$ cat config.mk
export PLATFORM = sky130hd
export DESIGN_NAME = clint_timer
export DESIGN_NICKNAME = d
export VERILOG_FILES = /design/src/common/soc_pkg.sv /design/src/logic/clint_timer.sv
export SDC_FILE = /design/constraint.sdc
export NUM_CORES = 1
export LEC_CHECK = 0
export BUFFER_PORTS_ARGS = -buffer_cell sky130_fd_sc_hd__buf_2
export CORE_UTILIZATION = 53
export DETAILED_ROUTE_END_ITERATION = 12
export GPL_TIMING_DRIVEN = 0
export PLACE_DENSITY = 0.79
export SYNTH_ARGS = -nofsm -noshare
export SYNTH_HDL_FRONTEND = slang
export SYNTH_SLANG_ARGS = --single-unit
$ cat constraint.sdc
create_clock -name clk_i -period 3.4 [get_ports clk_i]
set_input_delay 0.17 -clock clk_i [delete_from_list [all_inputs] [get_ports clk_i]]
set_output_delay 0.17 -clock clk_i [all_outputs]
set_load 0.02 [all_outputs]
$ cat src/common/soc_pkg.sv
// Widths, address map, boot code and region type shared by every block of the SoC harness
`default_nettype none

package soc_pkg;

  // ---------------------------------------------------------------------
  // Bus geometry
  // ---------------------------------------------------------------------
  localparam int unsigned AddrWidth      = 32;
  localparam int unsigned DataWidth      = 64;
  localparam int unsigned BeWidth        = DataWidth / 8;
  localparam int unsigned WordOffsetBits = $clog2(BeWidth);

  // ---------------------------------------------------------------------
  // Address map
  // ---------------------------------------------------------------------
  localparam logic [AddrWidth-1:0] RomBase     = 32'h0001_0000;
  localparam int unsigned          RomWords    = 8;
  localparam int unsigned          RomIdxWidth = $clog2(RomWords);
  localparam logic [AddrWidth-1:0] RomSize     = AddrWidth'(RomWords * BeWidth);

  // Boot code, first word then padding
  localparam logic [DataWidth-1:0] RomBootWord = 64'h0000_0297_8000_0537;
  localparam logic [DataWidth-1:0] RomNopWord  = 64'h0000_0013_0000_0013;

  localparam logic [AddrWidth-1:0] SramBase     = 32'h8000_0000;
  localparam int unsigned          SramWords    = 256;
  localparam int unsigned          SramIdxWidth = $clog2(SramWords);
  localparam logic [AddrWidth-1:0] SramSize     = AddrWidth'(SramWords * BeWidth);

  // Timer registers inside a 64 KiB window
  localparam logic [AddrWidth-1:0]     ClintBase       = 32'h0200_0000;
  localparam logic [AddrWidth-1:0]     ClintSize       = 32'h0001_0000;
  localparam int unsigned              ClintOffWidth   = 16;
  localparam logic [ClintOffWidth-1:0] ClintCmpOffset  = 16'h4000;
  localparam logic [ClintOffWidth-1:0] ClintTimeOffset = 16'hBFF8;

  // Debug request hold-off after power-on reset
  localparam int unsigned DebugDelayCycles = 32;
  localparam int unsigned DebugCntWidth    = $clog2(DebugDelayCycles + 1);

  typedef enum logic [1:0] {
    RegionRom,
    RegionSram,
    RegionClint,
    RegionErr
  } region_e;

  // Byte-lane merge of write data into an existing word
  function automatic logic [DataWidth-1:0] merge_bytes(
    input logic [DataWidth-1:0] old_word,
    input logic [DataWidth-1:0] wdata,
    input logic [BeWidth-1:0]   be
  );
    logic [DataWidth-1:0] result;
    result = old_word;
    for (int b = 0; b < BeWidth; b++) begin
      if (be[b]) begin
        result[b*8 +: 8] = wdata[b*8 +: 8];
      end
    end
    return result;
  endfunction

endpackage

`default_nettype wire

$ cat src/logic/clint_timer.sv
// Machine timer with mtime counting rtc edges, mtimecmp and the timer interrupt
`default_nettype none

module clint_timer (
  input  logic                              clk_i,
  input  logic                              rst_ni,
  input  logic                              rtc_i,
  input  logic                              req_i,
  input  logic                              we_i,
  input  logic [soc_pkg::BeWidth-1:0]       be_i,
  input  logic [soc_pkg::ClintOffWidth-1:0] off_i,
  input  logic [soc_pkg::DataWidth-1:0]     wdata_i,
  output logic [soc_pkg::DataWidth-1:0]     rdata_o,
  output logic                              timer_irq_o
);

  logic [2:0]                          rtc_q;
  logic                                rtc_tick;
  logic [soc_pkg::ClintOffWidth-1:0]   off_word;
  logic                                sel_time;
  logic                                sel_cmp;
  logic [soc_pkg::DataWidth-1:0]       mtime_q;
  logic [soc_pkg::DataWidth-1:0]       mtimecmp_q;
  logic [soc_pkg::DataWidth-1:0]       read_word;
  logic [soc_pkg::DataWidth-1:0]       rdata_q;
  logic                                irq_q;

  // Two sync stages, third stage for the edge
  assign rtc_tick = rtc_q[1] & ~rtc_q[2];

  // Byte offset inside the word does not matter
  assign off_word = {off_i[soc_pkg::ClintOffWidth-1:soc_pkg::WordOffsetBits],
                     {soc_pkg::WordOffsetBits{1'b0}}};
  assign sel_time = (off_word == soc_pkg::ClintTimeOffset);
  assign sel_cmp  = (off_word == soc_pkg::ClintCmpOffset);

  always_ff @(posedge clk_i or negedge rst_ni) begin
    if (!rst_ni) begin
      rtc_q      <= 3'b000;
      mtime_q    <= '0;
      mtimecmp_q <= '1;
      irq_q      <= 1'b0;
    end else begin
      rtc_q <= {rtc_q[1:0], rtc_i};
      // Software write wins over a tick in the same cycle
      if (req_i && we_i && sel_time) begin
        mtime_q <= soc_pkg::merge_bytes(mtime_q, wdata_i, be_i);
      end else if (rtc_tick) begin
        mtime_q <= mtime_q + 1'b1;
      end
      if (req_i && we_i && sel_cmp) begin
        mtimecmp_q <= soc_pkg::merge_bytes(mtimecmp_q, wdata_i, be_i);
      end
      irq_q <= (mtime_q >= mtimecmp_q);
    end
  end

  always_comb begin
    read_word = '0;
    if (sel_time) begin
      read_word = mtime_q;
    end else if (sel_cmp) begin
      read_word = mtimecmp_q;
    end
  end

  always_ff @(posedge clk_i) begin
    if (req_i) begin
      rdata_q <= we_i ? '0 : read_word;
    end
  end

  assign rdata_o     = rdata_q;
  assign timer_irq_o = irq_q;

endmodule

`default_nettype wire

# Yosys cells after proc, flatten, opt, wreduce, memory -nomap -nowiden
# Index checks and enable logic that the tools add are counted.
# totals
out_inout_bits,65
reg_bits,196
word_cells,65
# op_classes
order_cmp,1
reduce_logical,20
eq_ne,10
add_sub_neg,1
n_bitwise,2
muxes,12
# ops
op,count
2-to-1 mux 64 bit,4
"adder 64 x 1 -> 64 bit, second input constant",1
>= comparator 64 bit,1
2-to-1 mux 8 bit,8
AND reduction 2 bit,16
"!= test 2 bit, second input constant",8
"equality test 13 x 12 -> 1 bit, second input constant",1
"equality test 13 bit, second input constant",1
logical AND 1 bit,3
nonzero test 2 bit,1
AND 1 bit,1
NOT 1 bit,1

# Logic depth before layout (Yosys ltp)
# logic_depth
ltp_word,4
mapped_depth,9
mapped_depth_nobuf,8

# Least setup slack after synthesis
# Ideal clock, no wire load.
# synth_path
path_kind,flip-flop to flip-flop
from,reg mtime_q[29] (netlist name)
to,reg mtime_q[63] (netlist name)
setup_slack_ns,1.015
period_less_slack_ns,2.385
path_stages_with_launch,9
n_path_buf,2
arrival_ns,2.261
t_required_ns,3.276
path_cell_list,dfrtp_1 > clkbuf_2 > and3_2 > nand2_2 > or4_1 > buf_2 > or3_4 > o311a_1 > a211o_1
# synth_via
elab_chain_len,3
# synth_lines
element,line_no,source
from (decl),clint_timer.sv:22,logic [soc_pkg::DataWidth-1:0] mtime_q;
from (signal assigned),clint_timer.sv:47,"mtime_q <= soc_pkg::merge_bytes(mtime_q, wdata_i, be_i);"
from (signal assigned),clint_timer.sv:49,mtime_q <= mtime_q + 1'b1;
adder 64 x 1 -> 64 bit,clint_timer.sv:49,
2-to-1 mux 64 bit,clint_timer.sv:48,end else if (rtc_tick) begin
2-to-1 mux 64 bit,clint_timer.sv:46,if (req_i && we_i && sel_time) begin
# Every way passes these cells. The select of a mux whose other input is x is not followed.
# A chain may end at the register's enable or synchronous reset.

# Worst setup path after layout
# layout_path
from,in req_i
to,reg mtime_q[57] (netlist name)
# layout_via
elab_chain_len,4
word_cells_on_any_way,6
classes_between,1 x eq/ne; 1 x mux; 4 x reduce/logical
# layout_lines
element,line_no,source
from (decl),clint_timer.sv:8,"input logic req_i,"
logical AND 1 bit (*) (2 in series),clint_timer.sv:46,
!= test 2 bit (no line) or nonzero test 2 bit (tied branches),--,
AND reduction 2 bit (no line),--,
# Every way passes the cells marked *; elsewhere a longest branch is shown, timed or not.

==> results by group <==
Yosys
  • Top cell type's share of synthesized area: 17.1%
  • Sequential fraction of the synthesis area: 47.2%
  • Syn Area/Cell: 9.94 µm²
  • Synth Flop Type: dfrtp_1
  • Netlist cell types: 71
  • Syn Inst Count: 1131
  • Asr flop ratio synth: 67.3%
  • Cell taking the most area after synthesis: edfxtp_1
  • Post-synth EDFFs: 64
  • Post-Syn Area: ~11000 µm²
  • Yosys warning total: 0
  • Syn nets: 1289
  • Top post-synthesis cells by area: edfxtp_1 (17%), dfrtp_1 (15%), dfstp_2 (15%)
  • Register bit total from synthesis: 196

Routing
  • Detailed Route Iter0 Violations: 988
  • Routed wire length: 32300 µm
  • Vias per cell: 6.27
  • Detailed Routing Iterations Pass 1: 8
  • Drt wl/cell: 19.8 µm
  • Via Count: 10200
  • Final routed DRC violation total: 0
  • Post-DRT Antenna Nets: 0

STA
  • Clock Skews: 8.42 ps
  • Tcrit/Tclk final: between 80% and 90%
  • Setup Viol. Count Final: 0
  • RSZ-0062 raised after global routing: no
  • Hold Vio Cnt, Final: 2
  • Min Clock Period, post-route: 2880 ps
  • Hold slack: -2.73 ps
  • Fin. max-slew vios: 0
  • Worst Tran Pin Value: 1030 ps
  • Relative slew slack: between 30% and 40%
  • Maximum clock rate: ~350 MHz

Global route
  • Global-route wire length before repair: a little over 50000 µm
  • Largest net degree at the start of global routing: 73
  • Number of global-route vias before repair: 9755
  • Initial antenna violation count: 0
  • Grt total ovfl: 0
  • Gr usage total: between 30% and 40%

Critical path
  • Slowest CP cell: buf_4
  • R2R Path End: mtime_q[62]
  • Critical path destination: mtime_q[57]
  • Critical path cell sequence: buf_4 -> nand2_1 -> o21ai_0 -> clkbuf_1 -> nand2_1 -> o21ai_0 -> a22oi_1
  • R2R Path Start: mtime_q[4]
  • Arrival @ worst endpoint: 3190 ps
  • Critical path startpoint: req_i
  • CP max stage delay: 660 ps
  • Critical path class: in -> reg
  • Req. time, crit path: 3720 ps
  • Peak fanout along the critical path: between 60 and 70
  • Critical path capture point type: flip-flop
  • WP depth: 7
  • Reg2Reg Setup Slack: 560 ps
  • R2R depth: 7
  • Top Family by Delay on Critical Path: buffers and inverters
  • Worst path bufs/invs: 2
  • CP startpoint kind: primary input

Status
  • Failing checks: negative hold slack
  • Outcome: finished with violations

Floorplanning
  • Core Area: 20500 µm²
  • Die Span X: 148 µm
  • Site row count: 52
  • Starting Density: 54.8%
  • DIE HEIGHT: 148 µm
  • Number of top-level pins: about 160
  • Die Area: 21800 µm²

Clock tree
  • Post-CTS sizing: 0
  • CTS Buf Count: 17
  • Clk pin slew, worst setup/hold paths: 70 ps
  • Root Driver: clkbuf_16
  • Clock buffer depth: 2
  • Clk sink count: between 150 and 200
  • Worst-skew pair later-pin latency: 450 ps
  • CTS tree: built
  • H-tree depth: 4

Power and ir drop
  • Leakage: 5.37 nW
  • Total power: 5.04 mW
  • Peak VDD IR: between 0.3 and 0.4 mV
  • Pwr dens: 378 nW/µm²

Placed design
  • Gpl congestion: approximately 0.93
  • Port-buffer cells: approximately 150
  • Hpwl dp: 23200 µm

Final layout
  • Layout cells sized above 1: between 20% and 30%
  • Core Util, Final: 65.0%
  • NumNets Final: 1502
  • Number of diodes: 0
  • Area growth, synth to finish: 18.5%

Min path
  • HP Class: in -> reg

Job
  • Max_cap viols: 0
## registers in the layout, summed over array words and instances, names as in the netlist
signal,cells
mtime_q,64
mtimecmp_q,64
rdata_o,64
rtc_q,3
timer_irq_o,1
## metal layers
metal  part of all wire [%]  wire length [µm]  track usage [%]
met1                     41             13400             40.4
met2                     46             14900             47.4
met3                    8.2              2650             5.49
met4                    4.1              1330             15.1
met5                      0                 0                0
## final cells by class
type	count	area, µm²
Sequential cell	196	5310
Inverter	78	293
Timing Repair Buffer	194	1200
Buffer	52	213
Multi-Input combinational cell	805	5430
Clock buffer	18	429
Fill cell	1667	7180
Clock inverter	14	111
Tap cell	270	338
## worst reg2reg max path, stage by stage (launching register included)
cell and delay [ps]:
dfrtp_1 480, nand4_1 320, nor2_1 470, nand4_1 200, clkbuf_1 290, nor4b_1 590, a311oi_1 170, a211oi_1 240
## stage by stage
stage | std cells | TNS (ps) | cell area [µm²] | hold WS [ps] | setup slack [ps]
2_1_floorplan | 1131 | 0 | 11200 | -126 | 1020
3_3_place_gp | 1554 | -1630 | 12300 | 280 | -217
3_5_place_dp | 1555 | 0 | 12400 | 244 | 275
4_1_cts | 1623 | 0 | 13300 | 0.323 | 618
5_1_grt | 1627 | 0 | 13300 | 0.113 | 343
6_report | 1627 | 0 | 13300 | -2.73 | 521
## worst min path at each step
stage                            from        endpoint  slack, ps  cells past startpoint
after detailed placement       rst_ni      mtime_q[0]        240                      1
after floorplan                rst_ni      mtime_q[0]       -130                      0
after CTS                 wdata_i[59]  mtimecmp_q[59]        0.3                      2
after global placement          rtc_i        rtc_q[0]        280                      1
after global routing      wdata_i[15]  mtimecmp_q[15]        0.1                      2
final                     wdata_i[18]  mtimecmp_q[18]         -3                      2
## cell families (layout without fill, tap and decap cells)
kind of cell | after synthesis | in the layout | share of synthesized area (%)
flops | 196 | 196 | 47.2
compound gates | 269 | 269 | 16.4
mux | 72 | 72 | 7.14
buf+inv | 130 | 356 | 4.50
fa+ha+maj | 65 | 65 | 7.24
simple gates | 399 | 399 | 17.5
## cells in the final DEF (no fill, tap or decap), drive strengths merged, types with 8 or more instances in the layout
cell type    count
ha              65
a211oi           8
and3            19
clkinv           9
nor2           136
nand3           40
inv             80
or3              8
o22ai            9
a21o            11
clkbuf          62
nor3            28
o21ai           36
dfrtp           68
mux2            65
nor4            20
a21oi           65
nand4           34
dlygate4sd3     40
a311oi           8
edfxtp          64
buf            162
a31o             8
dfstp           64
a22oi           70
nand2           74
## report_power, final
group          switching (mW)  internal (mW)  leakage, nW
Combinational           0.300          0.200         2.98
Clock                   0.929           1.00        0.263
Sequential             0.0971           2.51         2.13
## what timing repair did
item | in CTS | in global routing
endpoints found under the hold margin | 67 | 4
hold buffers | 36 | 4
setup buffers | 0 | 0
## synthesized netlist by cell type, types with 8 or more instances
master,n
edfxtp_1,64
nand4_1,34
clkbuf_1,43
o21ai_0,36
a21o_1,11
inv_1,78
ha_1,65
nor3_1,28
a311oi_1,8
mux2_2,65
nand3_1,39
a211oi_1,8
dfstp_2,64
a22oi_1,70
o22ai_1,9
a31o_2,8
nand2_1,73
dfrtp_1,68
nor4_1,18
and3_1,17
a21oi_1,65
nor2_1,136
(Power assumes the default switching activity.)
