`src/common/soc_pkg.sv`:
```
// Widths, address map, boot code and region type shared by every block of the SoC harness
`default_nettype none

package soc_pkg;

  // ---------------------------------------------------------------------
  // Bus geometry
  // ---------------------------------------------------------------------
  localparam int unsigned AddrWidth      = 32;
  localparam int unsigned DataWidth      = 64;
  localparam int unsigned BeWidth        = DataWidth / 8;
  localparam int unsigned WordOffsetBits = $clog2(BeWidth);

  // ---------------------------------------------------------------------
  // Address map
  // ---------------------------------------------------------------------
  localparam logic [AddrWidth-1:0] RomBase     = 32'h0001_0000;
  localparam int unsigned          RomWords    = 8;
  localparam int unsigned          RomIdxWidth = $clog2(RomWords);
  localparam logic [AddrWidth-1:0] RomSize     = AddrWidth'(RomWords * BeWidth);

  // Boot code, first word then padding
  localparam logic [DataWidth-1:0] RomBootWord = 64'h0000_0297_8000_0537;
  localparam logic [DataWidth-1:0] RomNopWord  = 64'h0000_0013_0000_0013;

  localparam logic [AddrWidth-1:0] SramBase     = 32'h8000_0000;
  localparam int unsigned          SramWords    = 256;
  localparam int unsigned          SramIdxWidth = $clog2(SramWords);
  localparam logic [AddrWidth-1:0] SramSize     = AddrWidth'(SramWords * BeWidth);

  // Timer registers inside a 64 KiB window
  localparam logic [AddrWidth-1:0]     ClintBase       = 32'h0200_0000;
  localparam logic [AddrWidth-1:0]     ClintSize       = 32'h0001_0000;
  localparam int unsigned              ClintOffWidth   = 16;
  localparam logic [ClintOffWidth-1:0] ClintCmpOffset  = 16'h4000;
  localparam logic [ClintOffWidth-1:0] ClintTimeOffset = 16'hBFF8;

  // Debug request hold-off after power-on reset
  localparam int unsigned DebugDelayCycles = 32;
  localparam int unsigned DebugCntWidth    = $clog2(DebugDelayCycles + 1);

  typedef enum logic [1:0] {
    RegionRom,
    RegionSram,
    RegionClint,
    RegionErr
  } region_e;

  // Byte-lane merge of write data into an existing word
  function automatic logic [DataWidth-1:0] merge_bytes(
    input logic [DataWidth-1:0] old_word,
    input logic [DataWidth-1:0] wdata,
    input logic [BeWidth-1:0]   be
  );
    logic [DataWidth-1:0] result;
    result = old_word;
    for (int b = 0; b < BeWidth; b++) begin
      if (be[b]) begin
        result[b*8 +: 8] = wdata[b*8 +: 8];
      end
    end
    return result;
  endfunction

endpackage

`default_nettype wire

```
`src/xbar/soc_xbar.sv`:
```
// Strobe bus crossbar: decodes the address map, steers requests and builds the response
`default_nettype none

module soc_xbar (
  input  logic                              clk_i,
  input  logic                              periph_rst_ni,
  input  logic                              req_i,
  input  logic                              we_i,
  input  logic [soc_pkg::AddrWidth-1:0]     addr_i,
  input  logic [soc_pkg::BeWidth-1:0]       be_i,
  input  logic [soc_pkg::DataWidth-1:0]     wdata_i,
  output logic                              rvalid_o,
  output logic [soc_pkg::DataWidth-1:0]     rdata_o,
  output logic                              err_o,
  output logic                              rom_req_o,
  output logic [soc_pkg::RomIdxWidth-1:0]   rom_idx_o,
  input  logic [soc_pkg::DataWidth-1:0]     rom_rdata_i,
  output logic                              sram_req_o,
  output logic                              sram_we_o,
  output logic [soc_pkg::BeWidth-1:0]       sram_be_o,
  output logic [soc_pkg::SramIdxWidth-1:0]  sram_idx_o,
  output logic [soc_pkg::DataWidth-1:0]     sram_wdata_o,
  input  logic [soc_pkg::DataWidth-1:0]     sram_rdata_i,
  output logic                              clint_req_o,
  output logic                              clint_we_o,
  output logic [soc_pkg::BeWidth-1:0]       clint_be_o,
  output logic [soc_pkg::ClintOffWidth-1:0] clint_off_o,
  output logic [soc_pkg::DataWidth-1:0]     clint_wdata_o,
  input  logic [soc_pkg::DataWidth-1:0]     clint_rdata_i
);

  soc_pkg::region_e region;
  soc_pkg::region_e region_q;
  logic             rvalid_q;
  logic             err_q;

  // ---------------------------------------------------------------------
  // Address decode
  // ---------------------------------------------------------------------
  always_comb begin
    if (addr_i >= soc_pkg::RomBase && addr_i < soc_pkg::RomBase + soc_pkg::RomSize) begin
      // Writes into ROM are rejected like unmapped space
      region = we_i ? soc_pkg::RegionErr : soc_pkg::RegionRom;
    end else if (addr_i >= soc_pkg::SramBase &&
                 addr_i < soc_pkg::SramBase + soc_pkg::SramSize) begin
      region = soc_pkg::RegionSram;
    end else if (addr_i >= soc_pkg::ClintBase &&
                 addr_i < soc_pkg::ClintBase + soc_pkg::ClintSize) begin
      region = soc_pkg::RegionClint;
    end else begin
      region = soc_pkg::RegionErr;
    end
  end

  // ---------------------------------------------------------------------
  // Request steering
  // ---------------------------------------------------------------------
  assign rom_req_o = req_i && (region == soc_pkg::RegionRom);
  assign rom_idx_o = addr_i[soc_pkg::WordOffsetBits +: soc_pkg::RomIdxWidth];

  assign sram_req_o   = req_i && (region == soc_pkg::RegionSram);
  assign sram_we_o    = we_i;
  assign sram_be_o    = be_i;
  assign sram_idx_o   = addr_i[soc_pkg::WordOffsetBits +: soc_pkg::SramIdxWidth];
  assign sram_wdata_o = wdata_i;

  assign clint_req_o   = req_i && (region == soc_pkg::RegionClint);
  assign clint_we_o    = we_i;
  assign clint_be_o    = be_i;
  assign clint_off_o   = addr_i[soc_pkg::ClintOffWidth-1:0];
  assign clint_wdata_o = wdata_i;

  // ---------------------------------------------------------------------
  // Response
  // ---------------------------------------------------------------------
  // Held clear during peripheral reset, so those requests get no response
  always_ff @(posedge clk_i or negedge periph_rst_ni) begin
    if (!periph_rst_ni) begin
      rvalid_q <= 1'b0;
      err_q    <= 1'b0;
      region_q <= soc_pkg::RegionErr;
    end else begin
      rvalid_q <= req_i;
      err_q    <= req_i && (region == soc_pkg::RegionErr);
      if (req_i) begin
        region_q <= region;
      end
    end
  end

  always_comb begin
    case (region_q)
      soc_pkg::RegionRom:   rdata_o = rom_rdata_i;
      soc_pkg::RegionSram:  rdata_o = sram_rdata_i;
      soc_pkg::RegionClint: rdata_o = clint_rdata_i;
      default:              rdata_o = '0;
    endcase
  end

  assign rvalid_o = rvalid_q;
  assign err_o    = err_q;

endmodule

`default_nettype wire
```
`config.mk`:
```
export PLATFORM = sky130hd
export DESIGN_NAME = soc_xbar
export DESIGN_NICKNAME = d
export VERILOG_FILES = /design/src/common/soc_pkg.sv /design/src/xbar/soc_xbar.sv
export SDC_FILE = /design/constraint.sdc
export NUM_CORES = 1
export LEC_CHECK = 0
export BUFFER_PORTS_ARGS = -buffer_cell sky130_fd_sc_hd__clkbuf_2
export CAP_MARGIN = 5
export CORE_AREA = 2 2 210 212
export DETAILED_ROUTE_END_ITERATION = 16
export DIE_AREA = 0 0 212 214
export GPL_ROUTABILITY_DRIVEN = 0
export HOLD_SLACK_MARGIN = 0.05
export PLACE_DENSITY = 0.35
export RECOVER_POWER = 50
export SLEW_MARGIN = 0
export SYNTH_ARGS = -nofsm -noshare
export SYNTH_HDL_FRONTEND = slang
export SYNTH_SLANG_ARGS = --single-unit
```
`constraint.sdc`:
```
create_clock -name clk_i -period 1.5 [get_ports clk_i]
set_input_delay 0.075 -clock clk_i [delete_from_list [all_inputs] [get_ports clk_i]]
set_output_delay 0.075 -clock clk_i [all_outputs]
set_load 0.03 [all_outputs]
```
* After elaboration in Yosys (flattened, before gate mapping)
Cells that the tools add are included.
** Word-level totals
- Bits of input ports :: 300
- Word-level logic and storage cells :: 28
- Register bits after elaboration :: 4
- Output and inout port bits :: 242
** Operators by class
- Mux-type cells :: 5
- Eq/ne operators :: 5
- $lt $le $gt $ge :: 6
- Reductions and logical operators :: 9
** Operator list (number)
- $pmux W64 S3 :: 1
- $ge A32 B17 Y1 const B :: 1
- $ge A32 B26 Y1 const B :: 1
- $ge A32 B32 Y1 const B :: 1
- $lt A32 B17 Y1 const B :: 1
- $lt A32 B26 Y1 const B :: 1
- $lt A32 B32 Y1 const B :: 1
- $logic_and A1 B1 Y1 :: 7
- $eq A2 B2 Y1 const B :: 3
- $mux W2 :: 3
- $eq A2 B1 Y1 const B :: 2
- $logic_not A2 Y1 :: 2
- $mux W1 :: 1

* Logic depth before layout (Yosys ltp)
- Word-level depth :: 7
- Mapped depth :: 6
- Depth with buffers taken out :: 4

* Least setup slack after synthesis
Ideal clock, no wire load.
- Kind :: reg-to-output
- Start point :: register region_q[1]
- End point :: output port rdata_o[0] (netlist bit)
- Path slack :: -0.230 ns
- Path buffers :: 2
- Required time :: 1.425 ns
- Arrival :: 1.655 ns
- Cell stages (with the launch flop) :: 5
- Cell sequence :: dfstp_2 > buf_4 > buf_4 > mux2i_1 > o21ai_0
** On the way
- Longest elaborated chain between the ends :: 2
- Elaborated cells between the ends (all ways) :: 4
- Those cells by class :: eq/ne (2); mux (1); reduce/logical (1)
** Ends and longest elaborated chain
- start, declared :: line soc_xbar.sv:33 : soc_pkg::region_e region_q;
- start signal, assigned :: line soc_xbar.sv:81 : region_q <= soc_pkg::RegionErr;
- start signal, assigned :: line soc_xbar.sv:86 : region_q <= region;
- $eq A2 B2 Y1, or another cell as far along :: line soc_xbar.sv:92 : case (region_q)
- $pmux W64 S3 * :: line soc_xbar.sv:92
- end, declared :: line soc_xbar.sv:13 : output logic [soc_pkg::DataWidth-1:0] rdata_o,
Mark *: on every way between the ends. The rest lies on a longest branch, timed or not.

* Worst setup path after layout
- Start point :: register region_q[1]
- End point :: output port rdata_o[17] (netlist bit)
Same word-level chain as after synthesis.

==> impl_metrics.py <==
metrics = {
    "synthesis": {
        "synth.distinct_cells": 25,
        "syn-mean-instance-area_um2": 7.07,
        "synth_top_cells_by_area": "buf_4 (47%), mux2i_1 (22%), o21ai_0 (11%), nand2_1 (8.3%), dfstp_2 (1.8%)",
        "synth_top_area_share_pct": 47.0,
        "syn-instance-count": 420,
        "synth_fp_nets": 720,
        "synth_edf_count": 0,
        "yosys_warnings": 0,
        "yosys_most_used_dff": "dfstp_2",
        "synthTopCellsByCount": "buf_4 (186), nand2_1 (66), o21ai_0 (65)",
        "synth-async-reset-ratio_pct": 100,
        "ys_ff_latch": 4,
        "netlist_area_um2": 2970,
        "ys_seq_area_share_pct": 3.46,
        "synth.most_common_cell": "buf_4",
        "synth.largest_area_cell": "buf_4",
    },
    "timing": {
        "worst_slack_ns": -0.280,
        "finalMaxSlewViolations": 0,
        "slew-limit-headroom_pct": 72.7,
        "period_share_pct": 119,
        "rsz0062_at_grt": "yes",
        "tightest_slew_ns": 0.406,
        "finalHoldViolCount": 0,
        "final-setup-viol-count": 64,
        "fmaxAchievable_mhz": 562,
        "fin_skew_ns": 0,
        "min_period_ns": 1.78,
    },
    "critical_path": {
        "end_kind": "output pin",
        "cp_cell_sequence": "buf_12 > buf_16 > mux2i_2 > o21ai_2 > clkbuf_8",
        "crit_fanout": 12,
        "r2r_cells": 3,
        "start_kind": "flip-flop",
        "rr_endpoint": "region_q[0]",
        "critPathSlowestCell": "dfstp_4",
        "cp_slowest_stage_delay_ns": 0.62,
        "cp.required_ns": 1.42,
        "critical_path_class": "flip-flop to output pin",
        "r2r-start": "region_q[0]",
        "cp_data_arrival_time_ns": 1.71,
        "reg2reg_slack_ns": 0.31,
    },
    "floorplan": {
        "die_w_um": 212,
        "core_um2": 42900,
        "fp-row-count": 76,
        "die_area_um2": 45400,
        "fp.dieH_um": 214,
        "io_pins": 542,
        "initial_core_util_pct": 6.92,
    },
    "worst_hold_path": {
        "hold_path.startpoint": "be_i[1]",
        "hold_end": "clint_be_o[1]",
        "hp-class": "input port to output pin",
        "hold_path_depth": 0,
    },
    "detailed_routing": {
        "dr.first_iter.drc_count": 65,
        "met2WireLength_mm": 7.45,
        "via_per_inst": 2.88,
        "drt-met1-wl_mm": 5.22,
        "highest_layer": "met4",
        "vias": 3318,
        "wl_per_cell_um": 13.0,
        "ant_nets": 0,
        "drc": 0,
        "met3_length_mm": 1.93,
        "first_pass_iters": 4,
        "wirelength_mm": 15.0,
    },
    "cts": {
        "numCtsBuffers": 3,
        "cts.sinks": 4,
        "clkTransAtPathRegs_ns": 0.03,
        "htree_levels": 1,
        "clock_path_buffers": 2,
        "cts_tree": "done",
        "clk_latency_ns": 0.23,
        "cts_root_buf": "clkbuf_16",
    },
    "layout": {
        "instances_no_fill": 1151,
        "fin_nets": 866,
        "syn2layout_area_growth_pct": 71.0,
        "drive_above_1_share_pct": 76.1,
    },
    "outcome": {
        "violations": "setup timing",
        "status": "finished, violations left",
    },
    "job": {
        "cap_violations": 0,
    },
    "global_route": {
        "antenna_found_initial": 1,
        "grt_overflow": 0,
        "grt_pass1_vias": 3435,
        "grt.total_usage_pct": 5.96,
        "grt_max_degree": 36,
        "grt_pass1_wl_mm": 20.4,
    },
    "place": {
        "place_hpwl_mm": 12.4,
        "post-place-ws_ns": -0.137,
        "place_inst": 1138,
        "io_buffers": 307,
    },
    "pwr": {
        "p_leak_uw": 0.00249,
        "peakVddDrop_mv": 0.214,
        "pwr_density_cell_nw_per_um2": 387,
    },
}
## worst max-delay path, delay by kind of cell, from the launching register on
family	cells	cell delay (ns)
AO/OA/AOI/OAI	1	0.08
flip-flops	1	0.62
buffers and inverters	3	0.51
multiplexers	1	0.25
## sequential cells by signal, summed over array words and instances (netlist names)
register and flops:
rvalid_o 1, region_q 2, err_o 1
## where the power goes
group / switching (µW) / internal (µW) / leakage, µW / total, µW
registers: 3.66 / 116 / 0.0000444 / 119
logic: 728 / 691 / 0.00241 / 1420
clock network: 76.3 / 351 / 0.0000382 / 427
## area by class of cell
type                    instances  area [µm²]
well taps                     585         732
fillers                      4971       37800
inverters                       1        3.75
multi-input cells             221        1790
clock buffers                   4        78.8
repair buffers                335        2360
flip-flops and latches          4         110
diodes                          1        2.50
## worst max path at each step
| stage | start | to | slack [ns] | depth (start not counted) |
|---|---|---|---|---|
| 2_1_floorplan | region_q[0] | rdata_o[49] | -0.03 | 6 |
| 3_3_place_gp | region_q[1] | rdata_o[3] | -0.11 | 4 |
| 3_5_place_dp | region_q[1] | rdata_o[3] | -0.14 | 4 |
| 4_1_cts | region_q[0] | rdata_o[43] | -0.30 | 5 |
| 5_1_grt | region_q[1] | rdata_o[17] | -0.34 | 5 |
| 6_report | region_q[1] | rdata_o[17] | -0.28 | 5 |
## stage by stage
step	TNS (ns)	total power [µW]	hold slack, ns	util, %	instance area (µm²)
floorplan	-0.272	1550	-0.221	-	3160
global placement	-1.74	1270	-0.0984	9.87	4230
detailed placement	-2.94	1280	-0.101	9.87	4230
CTS	-15.33	1940	0.150	11.5	4930
global route	-18.40	2080	0.150	11.8	5070
finish	-14.60	1970	0.150	11.8	5080
## timing repair
| item | in CTS | in global routing |
|---|---|---|
| gates cloned | 2 | 1 |
| gates resized for setup | 126 | 50 |
| pin swaps | 7 | 1 |
| setup buffers | 2 | 1 |
| endpoints found under the hold margin | 5 | 0 |
| endpoints found under the setup margin | 64 | 66 |
| hold buffers | 2 | 0 |
## logic make-up after synthesis
group                  Yosys count  share of synthesized area, %
muxes                           64                          21.6
DFF                              4                          3.46
and+or+nand+nor                 87                          14.4
AOI/OAI and AO/OA               70                          12.3
buffers and inverters          195                          48.3
## per-layer routing
metal,GRT usage [%],vias up
met5,0,-
met4,1.76,0
met3,2.99,32
met2,10.8,304
met1,5.94,1444
li1,-,1538
## cells in the final DEF (no fill, tap or decap), types with 2 or more instances in the layout
cell and instances:
mux2i_1 40, mux2i_2 20, mux2i_4 4, o21ai_0 3
dlygate4sd3_1 2, o21ai_1 11, nor4_4 2, nor2_1 4
o21ai_2 52, nand4_1 2, buf_6 7, buf_16 3
nand2_2 6, clkbuf_4 7, clkbuf_8 40, dfstp_4 2
dfrtp_1 2, nor4_2 3, nor3_1 4, buf_4 20
clkbuf_16 4, nand2_1 60, buf_2 3, buf_12 8
clkbuf_2 244
No activity file was read; power rests on OpenSTA's default activity.
