==> src/common/soc_pkg.sv <==
// Widths, address map, boot code and region type shared by every block of the SoC harness
`default_nettype none

package soc_pkg;

  // ---------------------------------------------------------------------
  // Bus geometry
  // ---------------------------------------------------------------------
  localparam int unsigned AddrWidth      = 32;
  localparam int unsigned DataWidth      = 64;
  localparam int unsigned BeWidth        = DataWidth / 8;
  localparam int unsigned WordOffsetBits = $clog2(BeWidth);

  // ---------------------------------------------------------------------
  // Address map
  // ---------------------------------------------------------------------
  localparam logic [AddrWidth-1:0] RomBase     = 32'h0001_0000;
  localparam int unsigned          RomWords    = 8;
  localparam int unsigned          RomIdxWidth = $clog2(RomWords);
  localparam logic [AddrWidth-1:0] RomSize     = AddrWidth'(RomWords * BeWidth);

  // Boot code, first word then padding
  localparam logic [DataWidth-1:0] RomBootWord = 64'h0000_0297_8000_0537;
  localparam logic [DataWidth-1:0] RomNopWord  = 64'h0000_0013_0000_0013;

  localparam logic [AddrWidth-1:0] SramBase     = 32'h8000_0000;
  localparam int unsigned          SramWords    = 256;
  localparam int unsigned          SramIdxWidth = $clog2(SramWords);
  localparam logic [AddrWidth-1:0] SramSize     = AddrWidth'(SramWords * BeWidth);

  // Timer registers inside a 64 KiB window
  localparam logic [AddrWidth-1:0]     ClintBase       = 32'h0200_0000;
  localparam logic [AddrWidth-1:0]     ClintSize       = 32'h0001_0000;
  localparam int unsigned              ClintOffWidth   = 16;
  localparam logic [ClintOffWidth-1:0] ClintCmpOffset  = 16'h4000;
  localparam logic [ClintOffWidth-1:0] ClintTimeOffset = 16'hBFF8;

  // Debug request hold-off after power-on reset
  localparam int unsigned DebugDelayCycles = 32;
  localparam int unsigned DebugCntWidth    = $clog2(DebugDelayCycles + 1);

  typedef enum logic [1:0] {
    RegionRom,
    RegionSram,
    RegionClint,
    RegionErr
  } region_e;

  // Byte-lane merge of write data into an existing word
  function automatic logic [DataWidth-1:0] merge_bytes(
    input logic [DataWidth-1:0] old_word,
    input logic [DataWidth-1:0] wdata,
    input logic [BeWidth-1:0]   be
  );
    logic [DataWidth-1:0] result;
    result = old_word;
    for (int b = 0; b < BeWidth; b++) begin
      if (be[b]) begin
        result[b*8 +: 8] = wdata[b*8 +: 8];
      end
    end
    return result;
  endfunction

endpackage

`default_nettype wire

==> src/logic/debug_ctrl.sv <==
// Peripheral reset synchronizer and post-reset hold-off for debug requests, used by soc_top
`default_nettype none

module debug_ctrl (
  input  logic clk_i,
  input  logic rst_ni,
  input  logic ndmreset_i,
  input  logic debug_req_i,
  output logic periph_rst_no,
  output logic debug_req_o
);

  logic                                 rst_comb_n;
  logic [1:0]                           sync_q;
  logic [soc_pkg::DebugCntWidth-1:0]    delay_cnt_q;

  // ---------------------------------------------------------------------
  // Peripheral reset
  // ---------------------------------------------------------------------
  // Asserts at once, releases on the second edge
  assign rst_comb_n = rst_ni & ~ndmreset_i;

  always_ff @(posedge clk_i or negedge rst_comb_n) begin
    if (!rst_comb_n) begin
      sync_q <= 2'b00;
    end else begin
      sync_q <= {sync_q[0], 1'b1};
    end
  end

  assign periph_rst_no = sync_q[1];

  // ---------------------------------------------------------------------
  // Debug request gate
  // ---------------------------------------------------------------------
  // Boot code gets a head start before debug can halt it
  always_ff @(posedge clk_i or negedge rst_ni) begin
    if (!rst_ni) begin
      delay_cnt_q <= soc_pkg::DebugCntWidth'(soc_pkg::DebugDelayCycles);
    end else if (delay_cnt_q != '0) begin
      delay_cnt_q <= delay_cnt_q - 1'b1;
    end
  end

  assign debug_req_o = (delay_cnt_q == '0) ? debug_req_i : 1'b0;

endmodule

`default_nettype wire

==> config.mk <==
export PLATFORM = sky130hd
export DESIGN_NAME = debug_ctrl
export DESIGN_NICKNAME = d
export VERILOG_FILES = /design/src/common/soc_pkg.sv /design/src/logic/debug_ctrl.sv
export SDC_FILE = /design/constraint.sdc
export NUM_CORES = 1
export LEC_CHECK = 0
export BUFFER_PORTS_ARGS = -buffer_cell sky130_fd_sc_hd__buf_2
export CORE_AREA = 2 2 39 41
export CTS_CLUSTER_SIZE = 24
export DETAILED_ROUTE_END_ITERATION = 16
export DIE_AREA = 0 0 41 43
export MAX_ROUTING_LAYER = met4
export PLACE_DENSITY = 0.46
export SETUP_SLACK_MARGIN = 0.05
export SLEW_MARGIN = 5
export SYNTH_ARGS = -nofsm -noshare
export SYNTH_HDL_FRONTEND = slang
export SYNTH_SLANG_ARGS = --single-unit
==> constraint.sdc <==
create_clock -name clk_i -period 2.55 [get_ports clk_i]
set_input_delay 0 -clock clk_i [delete_from_list [all_inputs] [get_ports clk_i]]
set_output_delay 0 -clock clk_i [all_outputs]
set_load 0.005 [all_outputs]
* Yosys cells after proc, flatten, opt, wreduce, memory -nomap -nowiden
Cells that the tools add are included.
Word-level totals: bits of input ports 4, output and inout bits 2, word-level logic and storage cells 8, register bits 8
Cells by class: muxes and demuxes 1, reductions and logical operators 2, add/subtract/negate cells 1, bitwise gates (word level) 2
Operators by type and width (count):
- $logic_not A6 Y1 | 1
- $reduce_bool A6 Y1 | 1
- $sub A6 B1 Y6 const B | 1
- $and A1 B1 Y1 | 1
- $mux W1 | 1
- $not A1 Y1 | 1

* Depth between registers and ports, before layout
Gate-level depths: netlist of run 1.
word-level depth 2, depth in mapped cells 5, depth with buffers taken out 5

* Worst setup path after synthesis of run 1
No wires, ideal clock.
path kind flip-flop to flip-flop, from register delay_cnt_q[0] in the netlist's numbering, to register delay_cnt_q[1] in the netlist's numbering, path slack 1.405 ns, path buffers 0, stages on the path, launching flop included 6, period minus slack after synthesis 1.145 ns, data required time 2.471 ns, arrival time 1.066 ns, setup time 0.079 ns, cells stage by stage dfrtp_1 > inv_1 > ha_1 > nand2b_1 > nor2b_4 > mux2i_1
Between the ends: word-level cells in the longest chain between the ends 1, elaborated cells on any way between the ends 2, those cells by class 1 x add/sub; 1 x reduce/logical
Ends and longest elaborated chain:
- from (decl) | line debug_ctrl.sv:15 | logic [soc_pkg::DebugCntWidth-1:0] delay_cnt_q;
- from (signal assigned) | line debug_ctrl.sv:39 | delay_cnt_q <= soc_pkg::DebugCntWidth'(soc_pkg::DebugDelayCycles);
- from (signal assigned) | line debug_ctrl.sv:41 | delay_cnt_q <= delay_cnt_q - 1'b1;
- $sub A6 B1 Y6 or $reduce_bool A6 Y1 (tied branches) | line debug_ctrl.sv:41, debug_ctrl.sv:40
Parallel ways exist; a longest one is shown, timed or not. A chain may end at the register's enable or synchronous reset.

* Final worst setup path of run 1
from register delay_cnt_q[1] in the netlist's numbering, to output port debug_req_o
Between the ends: word-level cells in the longest chain between the ends 2
Ends and longest elaborated chain:
- $logic_not A6 Y1 | line debug_ctrl.sv:45 | assign debug_req_o = (delay_cnt_q == '0) ? debug_req_i : 1'b0;
- $mux W1 | line debug_ctrl.sv:45
- to (decl) | line debug_ctrl.sv:10 | output logic debug_req_o
No other way between the ends.

==> results.sh, run 1 <==
export IMPL_dieArea_um2=1760
export IMPL_initial_utilization=0.270
export IMPL_syn_avg_cell_area_um2=11.7
export IMPL_drc=0
export IMPL_cts_setup_buffers=0
export IMPL_synth_fp_nets=38
export IMPL_hp_class="input pin to async pin"
export IMPL_cts_sinks=8
export IMPL_max_cap_violations=0
export IMPL_grt_pass1_vias=243
export IMPL_cp_start_kind="flop"
export IMPL_syn_inst=32
export IMPL_hold_buffers=2
export IMPL_port_buffers=5
export IMPL_area_growth_syn_to_layout_pct=24.4
export IMPL_crit_family="simple AND/OR/NAND/NOR gates"
export IMPL_routed_via_density=4.05
export IMPL_fin_nets=50
export IMPL_fin_crit_sh=0.581
export IMPL_seq_area_um2=201
export IMPL_fin_skew_ps=3.02
export IMPL_mostFrequentLayoutCells="dfrtp_1 (7), buf_2 (5)"
export IMPL_layout_min_cycle_time_ps=1480
export IMPL_drive_gt1_frac=0.279
export IMPL_die_h_um=43
export IMPL_clkTransAtPathRegs_ps=60
export IMPL_cts_buffers=3
export IMPL_path_buf_inv=2
export IMPL_vias=239
export IMPL_p_leak_uw=0.000238
export IMPL_fmax_mhz=675
export IMPL_irDropWorstVdd_mv=0.200
export IMPL_setup_tns_final_ps=0
export IMPL_status="finished, final reports clean"
export IMPL_hold_viol_final=0
export IMPL_n_fill_cell=142
export IMPL_die_w_um=41
export IMPL_clock_path_buffers=2
export IMPL_grtUsageTotal=0.0923
export IMPL_yosysWarnings=0
export IMPL_slowest_stage="dfrtp_1"
export IMPL_overflow=0
export IMPL_grt_antenna_before_repair=0
export IMPL_cts_tree="done"
export IMPL_fin_util=0.336
export IMPL_first_pass_iters=1
export IMPL_ctsRootBufferMaster="clkbuf_4"
export IMPL_drv_slew=0
export IMPL_path_cells="inv_1 -> ha_1 -> nand2b_1 -> nor2b_4 -> and2_1 -> buf_2"
export IMPL_htree_levels=1
export IMPL_hpwl_um=442
export IMPL_hold_ws_ps=95.1
export IMPL_insertion_delay_ps=260
export IMPL_rsz0062_at_grt="no"
export IMPL_yosysSeqAreaShare=0.538
export IMPL_postRouteWirelength_um=596
export IMPL_synth_seq_cells=8
export IMPL_drt_iter0_markers=0
export IMPL_endpoint_kind="primary output"
export IMPL_multi_input_area_um2=161
export IMPL_power_density_nw_per_um2=531
export IMPL_drtAntennaViolNets=0
export IMPL_gp_congestion=0.755
export IMPL_max_stage_delay_ps=380
export IMPL_yosysUniqueCellTypes=18
export IMPL_rows=14
export IMPL_wl_per_cell_um=10.1
export IMPL_cts_resized_gates=0
export IMPL_syn_area_um2=374
export IMPL_pin_count=6
export IMPL_path_class="flop to primary output"
export IMPL_grt_max_degree=8
export IMPL_arrival_ps=1480
export IMPL_required_ps=2550
export IMPL_cp_max_fo=5
export IMPL_setup_viol=0
export IMPL_num_antenna_cells=0
export IMPL_grt_pass1_wl_um=972
export IMPL_final_common_cell="dfrtp_1"
export IMPL_coreArea_um2=1380
[cell usage after synthesis]
master / n / share of area
dfrtp_1: 7 / 0.47
inv_1: 3 / 0.030
nor2_1: 3 / 0.030
xnor2_1: 3 / 0.070
ha_1: 2 / 0.067
nand3_1: 2 / 0.027
and2_1: 1 / 0.017
conb_1: 1 / 0.010
dfstp_2: 1 / 0.070
mux2_4: 1 / 0.040
mux2i_1: 1 / 0.027
nand2b_1: 1 / 0.017
nor2b_1: 1 / 0.017
nor2b_4: 1 / 0.037
nor3_1: 1 / 0.013
nor3_2: 1 / 0.027
nor3b_1: 1 / 0.020
o21ai_0: 1 / 0.013
[registers in the layout, summed over array words and instances, names as in the netlist]
register     count
sync_q           2
delay_cnt_q      6
[final cells by class]
cell class / count / share of cell area
Clock buffer: 4 / 0.0565
Inverter: 3 / 0.0242
Tap cell: 16 / 0.0430
Sequential cell: 8 / 0.433
Timing Repair Buffer: 7 / 0.0968
Multi-Input combinational cell: 21 / 0.347
[report_power, final]
group | leakage, µW | switching (µW) | internal (µW) | total [µW]
combinational | 0.000118 | 4.24 | 5.41 | 9.65
clock | 0.0000150 | 48.5 | 60.2 | 109
sequential | 0.000105 | 0.347 | 129 | 129
[cell families after synthesis]
| logic type | Yosys count | synth area share |
|---|---|---|
| and+or+nand+nor | 12 | 0.204 |
| AOI/OAI and AO/OA | 1 | 0.0134 |
| DFF | 8 | 0.538 |
| xor gates and xnor gates | 3 | 0.0702 |
| adders and majority gates | 2 | 0.0669 |
| muxes | 2 | 0.0669 |
| buffers and inverters | 3 | 0.0301 |
| other | 1 | 0.0100 |
[path summary, 6_finish.rpt]
path | start | to | slack (ps) | cells past startpoint
max in group asynchronous | rst_ni | sync_q[1]$_DFF_PN0_ | 2060 | 3
setup / recovery | delay_cnt_q[1]$_DFFE_PN0P_ | debug_req_o | 1070 | 6
hold / removal | rst_ni | delay_cnt_q[2]$_DFFE_PN0P_ | 100 | 2
min in group clk_i | debug_req_i | debug_req_o | 270 | 3
setup reg to reg | delay_cnt_q[1]$_DFFE_PN0P_ | delay_cnt_q[1]$_DFFE_PN0P_ | 1290 | 5
hold reg to reg | sync_q[0]$_DFF_PN0_ | sync_q[1]$_DFF_PN0_ | 360 | 0
[through the flow]
step           instance area (µm²)  instances  worst slack (ps)  power (µW)
3_3_place_gp                   419         53              1330         139
4_1_cts                        465         59              1050         254
6_report                       465         59              1070         247
3_5_place_dp                   419         53              1290         139
5_1_grt                        465         59               937         261
2_1_floorplan                  374         32              1400         133
[metal layers]
| metal | track usage | share of wire | vias to the layer above |
|---|---|---|---|
| li1 | - | - | 122 |
| met1 | 0.106 | 0.48 | 107 |
| met2 | 0.122 | 0.42 | 8 |
| met3 | 0.0314 | 0.060 | 2 |
| met4 | 0.0800 | 0.029 | 0 |
| met5 | - | 0 | - |
(Power assumes the default switching activity.)
==> inputs of run 2 (changes only) <==
==> constraint.sdc (replaced) <==
create_clock -name clk_i -period 1.4 [get_ports clk_i]
set_input_delay 0 -clock clk_i [delete_from_list [all_inputs] [get_ports clk_i]]
set_output_delay 0 -clock clk_i [all_outputs]
set_load 0.005 [all_outputs]
==> run 2 against run 1 <==
Flip-flop and latch count unchanged. Design area up 12%. Register-to-register slack worse by 1100 ps. Non-clock buffer count up 5. Clock power up 80%. Hold slack worse by 3.4 ps. Global-route usage up 1.8 points. Sequential share of layout area down 4.8 points. Highest routed layer is now met3. Via count up 10%. Clock skew up 2.9 ps. Combinational power up 81%. Critical endpoint unchanged. Wire length up 11%.
==> results.sh, run 2 (same netlist as run 1, synthesis figures left out) <==
export IMPL_required_ps=1400
export IMPL_grtUsageTotal=0.110
export IMPL_cp_max_fo=3
export IMPL_setup_viol=0
export IMPL_htree_levels=1
export IMPL_final_common_cell="dfrtp_1"
export IMPL_cts_buffers=3
export IMPL_coreArea_um2=1380
export IMPL_final_area_um2=523
export IMPL_arrival_ps=1300
export IMPL_dieArea_um2=1760
export IMPL_drive_gt1_frac=0.438
export IMPL_endpoint_kind="primary output"
export IMPL_fin_skew_ps=5.93
export IMPL_gp_congestion=0.760
export IMPL_overflow=0
export IMPL_pin_count=6
export IMPL_first_pass_iters=2
export IMPL_cts_sinks=8
export IMPL_rows=14
export IMPL_largest_reg_flops=6
export IMPL_ctsRootBufferMaster="clkbuf_4"
export IMPL_rsz0062_at_grt="yes"
export IMPL_grt_pass1_vias=272
export IMPL_status="finished, final reports clean"
export IMPL_clkTransAtPathRegs_ps=60
export IMPL_area_growth_syn_to_layout_pct=39.8
export IMPL_max_cap_violations=0
export IMPL_fin_crit_sh=0.926
export IMPL_cp_start_kind="flop"
export IMPL_place_area_um2=419
export IMPL_setup_tns_final_ps=0
export IMPL_n_fill_cell=139
export IMPL_fin_nets=55
export IMPL_drv_slew=0
export IMPL_drt_iter0_markers=2
export IMPL_grt_pass1_wl_um=1180
export IMPL_wl_per_cell_um=10.3
export IMPL_grt_antenna_before_repair=0
export IMPL_routed_via_density=4.13
export IMPL_clock_path_buffers=2
export IMPL_layout_min_cycle_time_ps=1300
export IMPL_largest_register="delay_cnt_q"
export IMPL_postRouteWirelength_um=662
export IMPL_path_class="flop to primary output"
export IMPL_hp_class="input pin to async pin"
export IMPL_irDropWorstVdd_mv=0.408
export IMPL_hold_viol_final=0
export IMPL_num_antenna_cells=0
export IMPL_grt_max_degree=8
export IMPL_die_h_um=43
export IMPL_drc=0
export IMPL_drtAntennaViolNets=0
export IMPL_top_regs="delay_cnt_q x6, sync_q x2"
export IMPL_multi_input_area_um2=181
export IMPL_mostFrequentLayoutCells="dfrtp_1 (7), buf_2 (5), buf_4 (5)"
export IMPL_power_density_nw_per_um2=858
export IMPL_port_buffers=5
export IMPL_cts_tree="done"
export IMPL_p_leak_uw=0.000264
export IMPL_die_w_um=41
export IMPL_seq_area_um2=201
export IMPL_vias=264
export IMPL_fmax_mhz=771
export IMPL_insertion_delay_ps=260
export IMPL_initial_utilization=0.270
==> run 2: final cells by class <==
class                   count  area share
repair buffers             12       0.158
multi-input cells          21       0.347
well taps                  16      0.0383
flip-flops and latches      8       0.385
inverters                   3      0.0215
clock buffers               4      0.0502
==> run 2: critical path, cell delays in order (launching register included) <==
cell and delay (ps):
dfrtp_1 390, inv_2 90, ha_4 150, nand2b_4 60
nor2b_4 120, and2_1 120, buf_2 100
==> run 2: path summary, 6_finish.rpt <==
kind,startpoint,to,slack [ps],cells after the start
hold / removal,rst_ni,delay_cnt_q[4]$_DFFE_PN0P_,90,2
setup reg to reg,delay_cnt_q[1]$_DFFE_PN0P_,delay_cnt_q[4]$_DFFE_PN0P_,150,6
setup / recovery,delay_cnt_q[0]$_DFFE_PN0P_,debug_req_o,100,6
min in group clk_i,debug_req_i,debug_req_o,270,3
hold reg to reg,sync_q[0]$_DFF_PN0_,sync_q[1]$_DFF_PN0_,360,0
max in group asynchronous,rst_ni,sync_q[1]$_DFF_PN0_,910,3
==> run 2: metal layers <==
metal	wire length [µm]	up-vias	track usage
met5	0	-	-
met4	0	0	0.0200
met3	62	0	0.0942
met2	331	9	0.150
met1	269	124	0.122
li1	-	131	-
==> run 2: through the flow <==
stage                      util  instances  setup slack [ps]  hold slack (ps)  power [µW]
after floorplan               -         32               255             -296         242
after global placement    0.303         53               187             -163         253
after detailed placement  0.303         53               157             -162         253
after CTS                 0.365         63              65.5             91.8         464
after global routing      0.378         64              24.4              104         485
final                     0.378         64               103             91.7         449
==> run 2: what timing repair did <==
| item | 4_1_cts | 5_1_grt |
|---|---|---|
| endpoints found under the hold margin | 8 | 0 |
| endpoints found under the setup margin | 1 | 1 |
| hold buffers | 2 | 0 |
| resized for setup | 4 | 1 |
| setup buffers | 4 | 1 |
==> run 2: where the power goes <==
group          internal [µW]  total (µW)  switching, µW
combinational           9.86        17.5           7.62
clock                    110         196           86.5
sequential               234         235          0.808
total                    354         449           95.0
==> inputs of run 3 (changes only) <==
--- a/config.mk
+++ b/config.mk
@@ -6,12 +6,15 @@
 export NUM_CORES = 1
 export LEC_CHECK = 0
 export BUFFER_PORTS_ARGS = -buffer_cell sky130_fd_sc_hd__buf_2
+export CELL_PAD_IN_SITES_DETAIL_PLACEMENT = 1
+export CELL_PAD_IN_SITES_GLOBAL_PLACEMENT = 1
 export CORE_AREA = 2 2 39 41
 export CTS_CLUSTER_SIZE = 24
 export DETAILED_ROUTE_END_ITERATION = 16
 export DIE_AREA = 0 0 41 43
+export GPL_ROUTABILITY_DRIVEN = 0
 export MAX_ROUTING_LAYER = met4
-export PLACE_DENSITY = 0.46
+export PLACE_DENSITY = 0.55
 export SETUP_SLACK_MARGIN = 0.05
 export SLEW_MARGIN = 5
 export SYNTH_ARGS = -nofsm -noshare
==> constraint.sdc (replaced) <==
create_clock -name clk_i -period 1.6 [get_ports clk_i]
set_input_delay 0 -clock clk_i [delete_from_list [all_inputs] [get_ports clk_i]]
set_output_delay 0 -clock clk_i [all_outputs]
set_load 0.005 [all_outputs]
==> run 3 against run 2 <==
Clock power shrank 13%. Sequential power shrank 12%. Combinational power shrank 10%. Setup slack gained 71 ps. Hold slack gained 12 ps. Critical path depth is the same. Clock skew shrank 4.9 ps. Global-route usage shrank 0.69 points. Die area is the same.
==> results.sh, run 3 (same netlist as run 1, synthesis figures left out) <==
export IMPL_status="finished, final reports clean"
export IMPL_insertion_delay_ps=260
export IMPL_power_density_nw_per_um2=830
export IMPL_grt_antenna_before_repair=0
export IMPL_hpwl_um=465
export IMPL_arrival_ps=1430
export IMPL_wl_per_cell_um=10.4
export IMPL_drv_slew=0
export IMPL_mostFrequentLayoutCells="dfrtp_1 (7), buf_2 (5)"
export IMPL_wl_met3_um=32
export IMPL_clock_path_buffers=2
export IMPL_postRouteWirelength_um=625
export IMPL_die_h_um=43
export IMPL_slowest_stage="dfrtp_1"
export IMPL_instances_no_fill=60
export IMPL_fmax_mhz=702
export IMPL_area_growth_syn_to_layout_pct=26.4
export IMPL_routed_via_density=4.25
export IMPL_irDropWorstVdd_mv=0.381
export IMPL_cts_sinks=8
export IMPL_max_cap_violations=0
export IMPL_required_ps=1600
export IMPL_path_cells="inv_1 -> ha_1 -> nand2b_1 -> nor2b_4 -> and2_1 -> buf_2"
export IMPL_dp_cells=53
export IMPL_grt_pass1_vias=278
export IMPL_cp_max_fo=3
export IMPL_num_antenna_cells=0
export IMPL_htree_levels=1
export IMPL_fin_skew_ps=1.03
export IMPL_hold_viol_final=0
export IMPL_drt_met1_wl_um=283
export IMPL_dieArea_um2=1760
export IMPL_grt_pass1_wl_um=1140
export IMPL_max_stage_delay_ps=400
export IMPL_rsz0062_at_grt="no"
export IMPL_pin_count=6
export IMPL_vias=255
export IMPL_cts_resized_gates=0
export IMPL_drtAntennaViolNets=0
export IMPL_overflow=0
export IMPL_final_common_cell="dfrtp_1"
export IMPL_cp_start_kind="flop"
export IMPL_endpoint_kind="primary output"
export IMPL_initial_utilization=0.270
export IMPL_coreArea_um2=1380
export IMPL_clkTransAtPathRegs_ps=60
export IMPL_p_leak_uw=0.000242
export IMPL_drc=0
export IMPL_largest_register="delay_cnt_q"
export IMPL_die_w_um=41
export IMPL_layout_min_cycle_time_ps=1430
export IMPL_maxUsedRoutingLayer="met4"
export IMPL_grt_max_degree=8
export IMPL_top_regs="delay_cnt_q x6, sync_q x2"
export IMPL_n_fill_cell=168
export IMPL_setup_tns_final_ps=0
export IMPL_fin_nets=51
export IMPL_port_buffers=5
export IMPL_cts_buffers=3
export IMPL_hp_class="input pin to async pin"
export IMPL_setup_viol=0
export IMPL_largest_reg_flops=6
export IMPL_rows=14
export IMPL_drive_gt1_frac=0.295
export IMPL_path_class="flop to primary output"
export IMPL_ctsRootBufferMaster="clkbuf_4"
export IMPL_first_pass_iters=3
export IMPL_cts_tree="done"
export IMPL_grtUsageTotal=0.103
export IMPL_drt_iter0_markers=1
export IMPL_fin_crit_sh=0.891
export IMPL_wl_met2_um=290
-- run 3: final cells by class --
| type | instances | area (µm²) | area share |
|---|---|---|---|
| inverter | 3 | 11.3 | 0.0238 |
| clock buffer | 4 | 26.3 | 0.0556 |
| tap | 16 | 20.0 | 0.0423 |
| multi-input combinational | 21 | 161 | 0.341 |
| timing repair buffer | 8 | 52.6 | 0.111 |
| sequential | 8 | 201 | 0.426 |
-- run 3: worst paths after layout --
path                                       startpoint                          to  slack [ps]  depth (start not counted)
hold / removal                                 rst_ni  delay_cnt_q[0]$_DFFE_PN0P_         100                          2
max in group asynchronous                      rst_ni         sync_q[1]$_DFF_PN0_        1110                          3
min in group clk_i                        debug_req_i                 debug_req_o         280                          3
hold reg to reg                   sync_q[0]$_DFF_PN0_         sync_q[1]$_DFF_PN0_         360                          0
setup reg to reg           delay_cnt_q[0]$_DFFE_PN0P_  delay_cnt_q[1]$_DFFE_PN0P_         270                          6
setup / recovery           delay_cnt_q[0]$_DFFE_PN0P_                 debug_req_o         170                          6
-- run 3: report_power, final --
part	switching [µW]	internal, µW	total (µW)
Combinational	7.05	8.65	15.7
Clock	75.2	95.8	171
Sequential	0.574	205	206
-- run 3: stage by stage --
| step | area, µm² | power [µW] | hold slack (ps) | utilization | setup slack, ps |
|---|---|---|---|---|---|
| floorplan | 374 | 212 | -296 | - | 455 |
| CTS | 473 | 400 | 105 | 0.342 | 147 |
| detailed placement | 419 | 222 | -155 | 0.303 | 318 |
| global route | 473 | 418 | 124 | 0.342 | 63.1 |
| finish | 473 | 392 | 103 | 0.342 | 175 |
| global placement | 419 | 221 | -161 | 0.303 | 364 |
-- run 3: routing by layer --
layer | track usage | up-vias
met4 | 0.0600 | 0
met3 | 0.0314 | 2
met1 | 0.127 | 122
met5 | - | -
li1 | - | 125
met2 | 0.144 | 6
-- run 3: worst max-delay path, delay by kind of cell, from the launching register on --
family	cells	cell delay, ps
flops	1	400
simple gates	3	380
buf+inv	2	210
fa+ha+maj	1	180
-- run 3: timing repair --
action / CTS / global route
endpoints found under the setup margin: 1 / 0
hold buffers: 2 / 0
buffers inserted: 1 / 0
endpoints found under the hold margin: 8 / 0
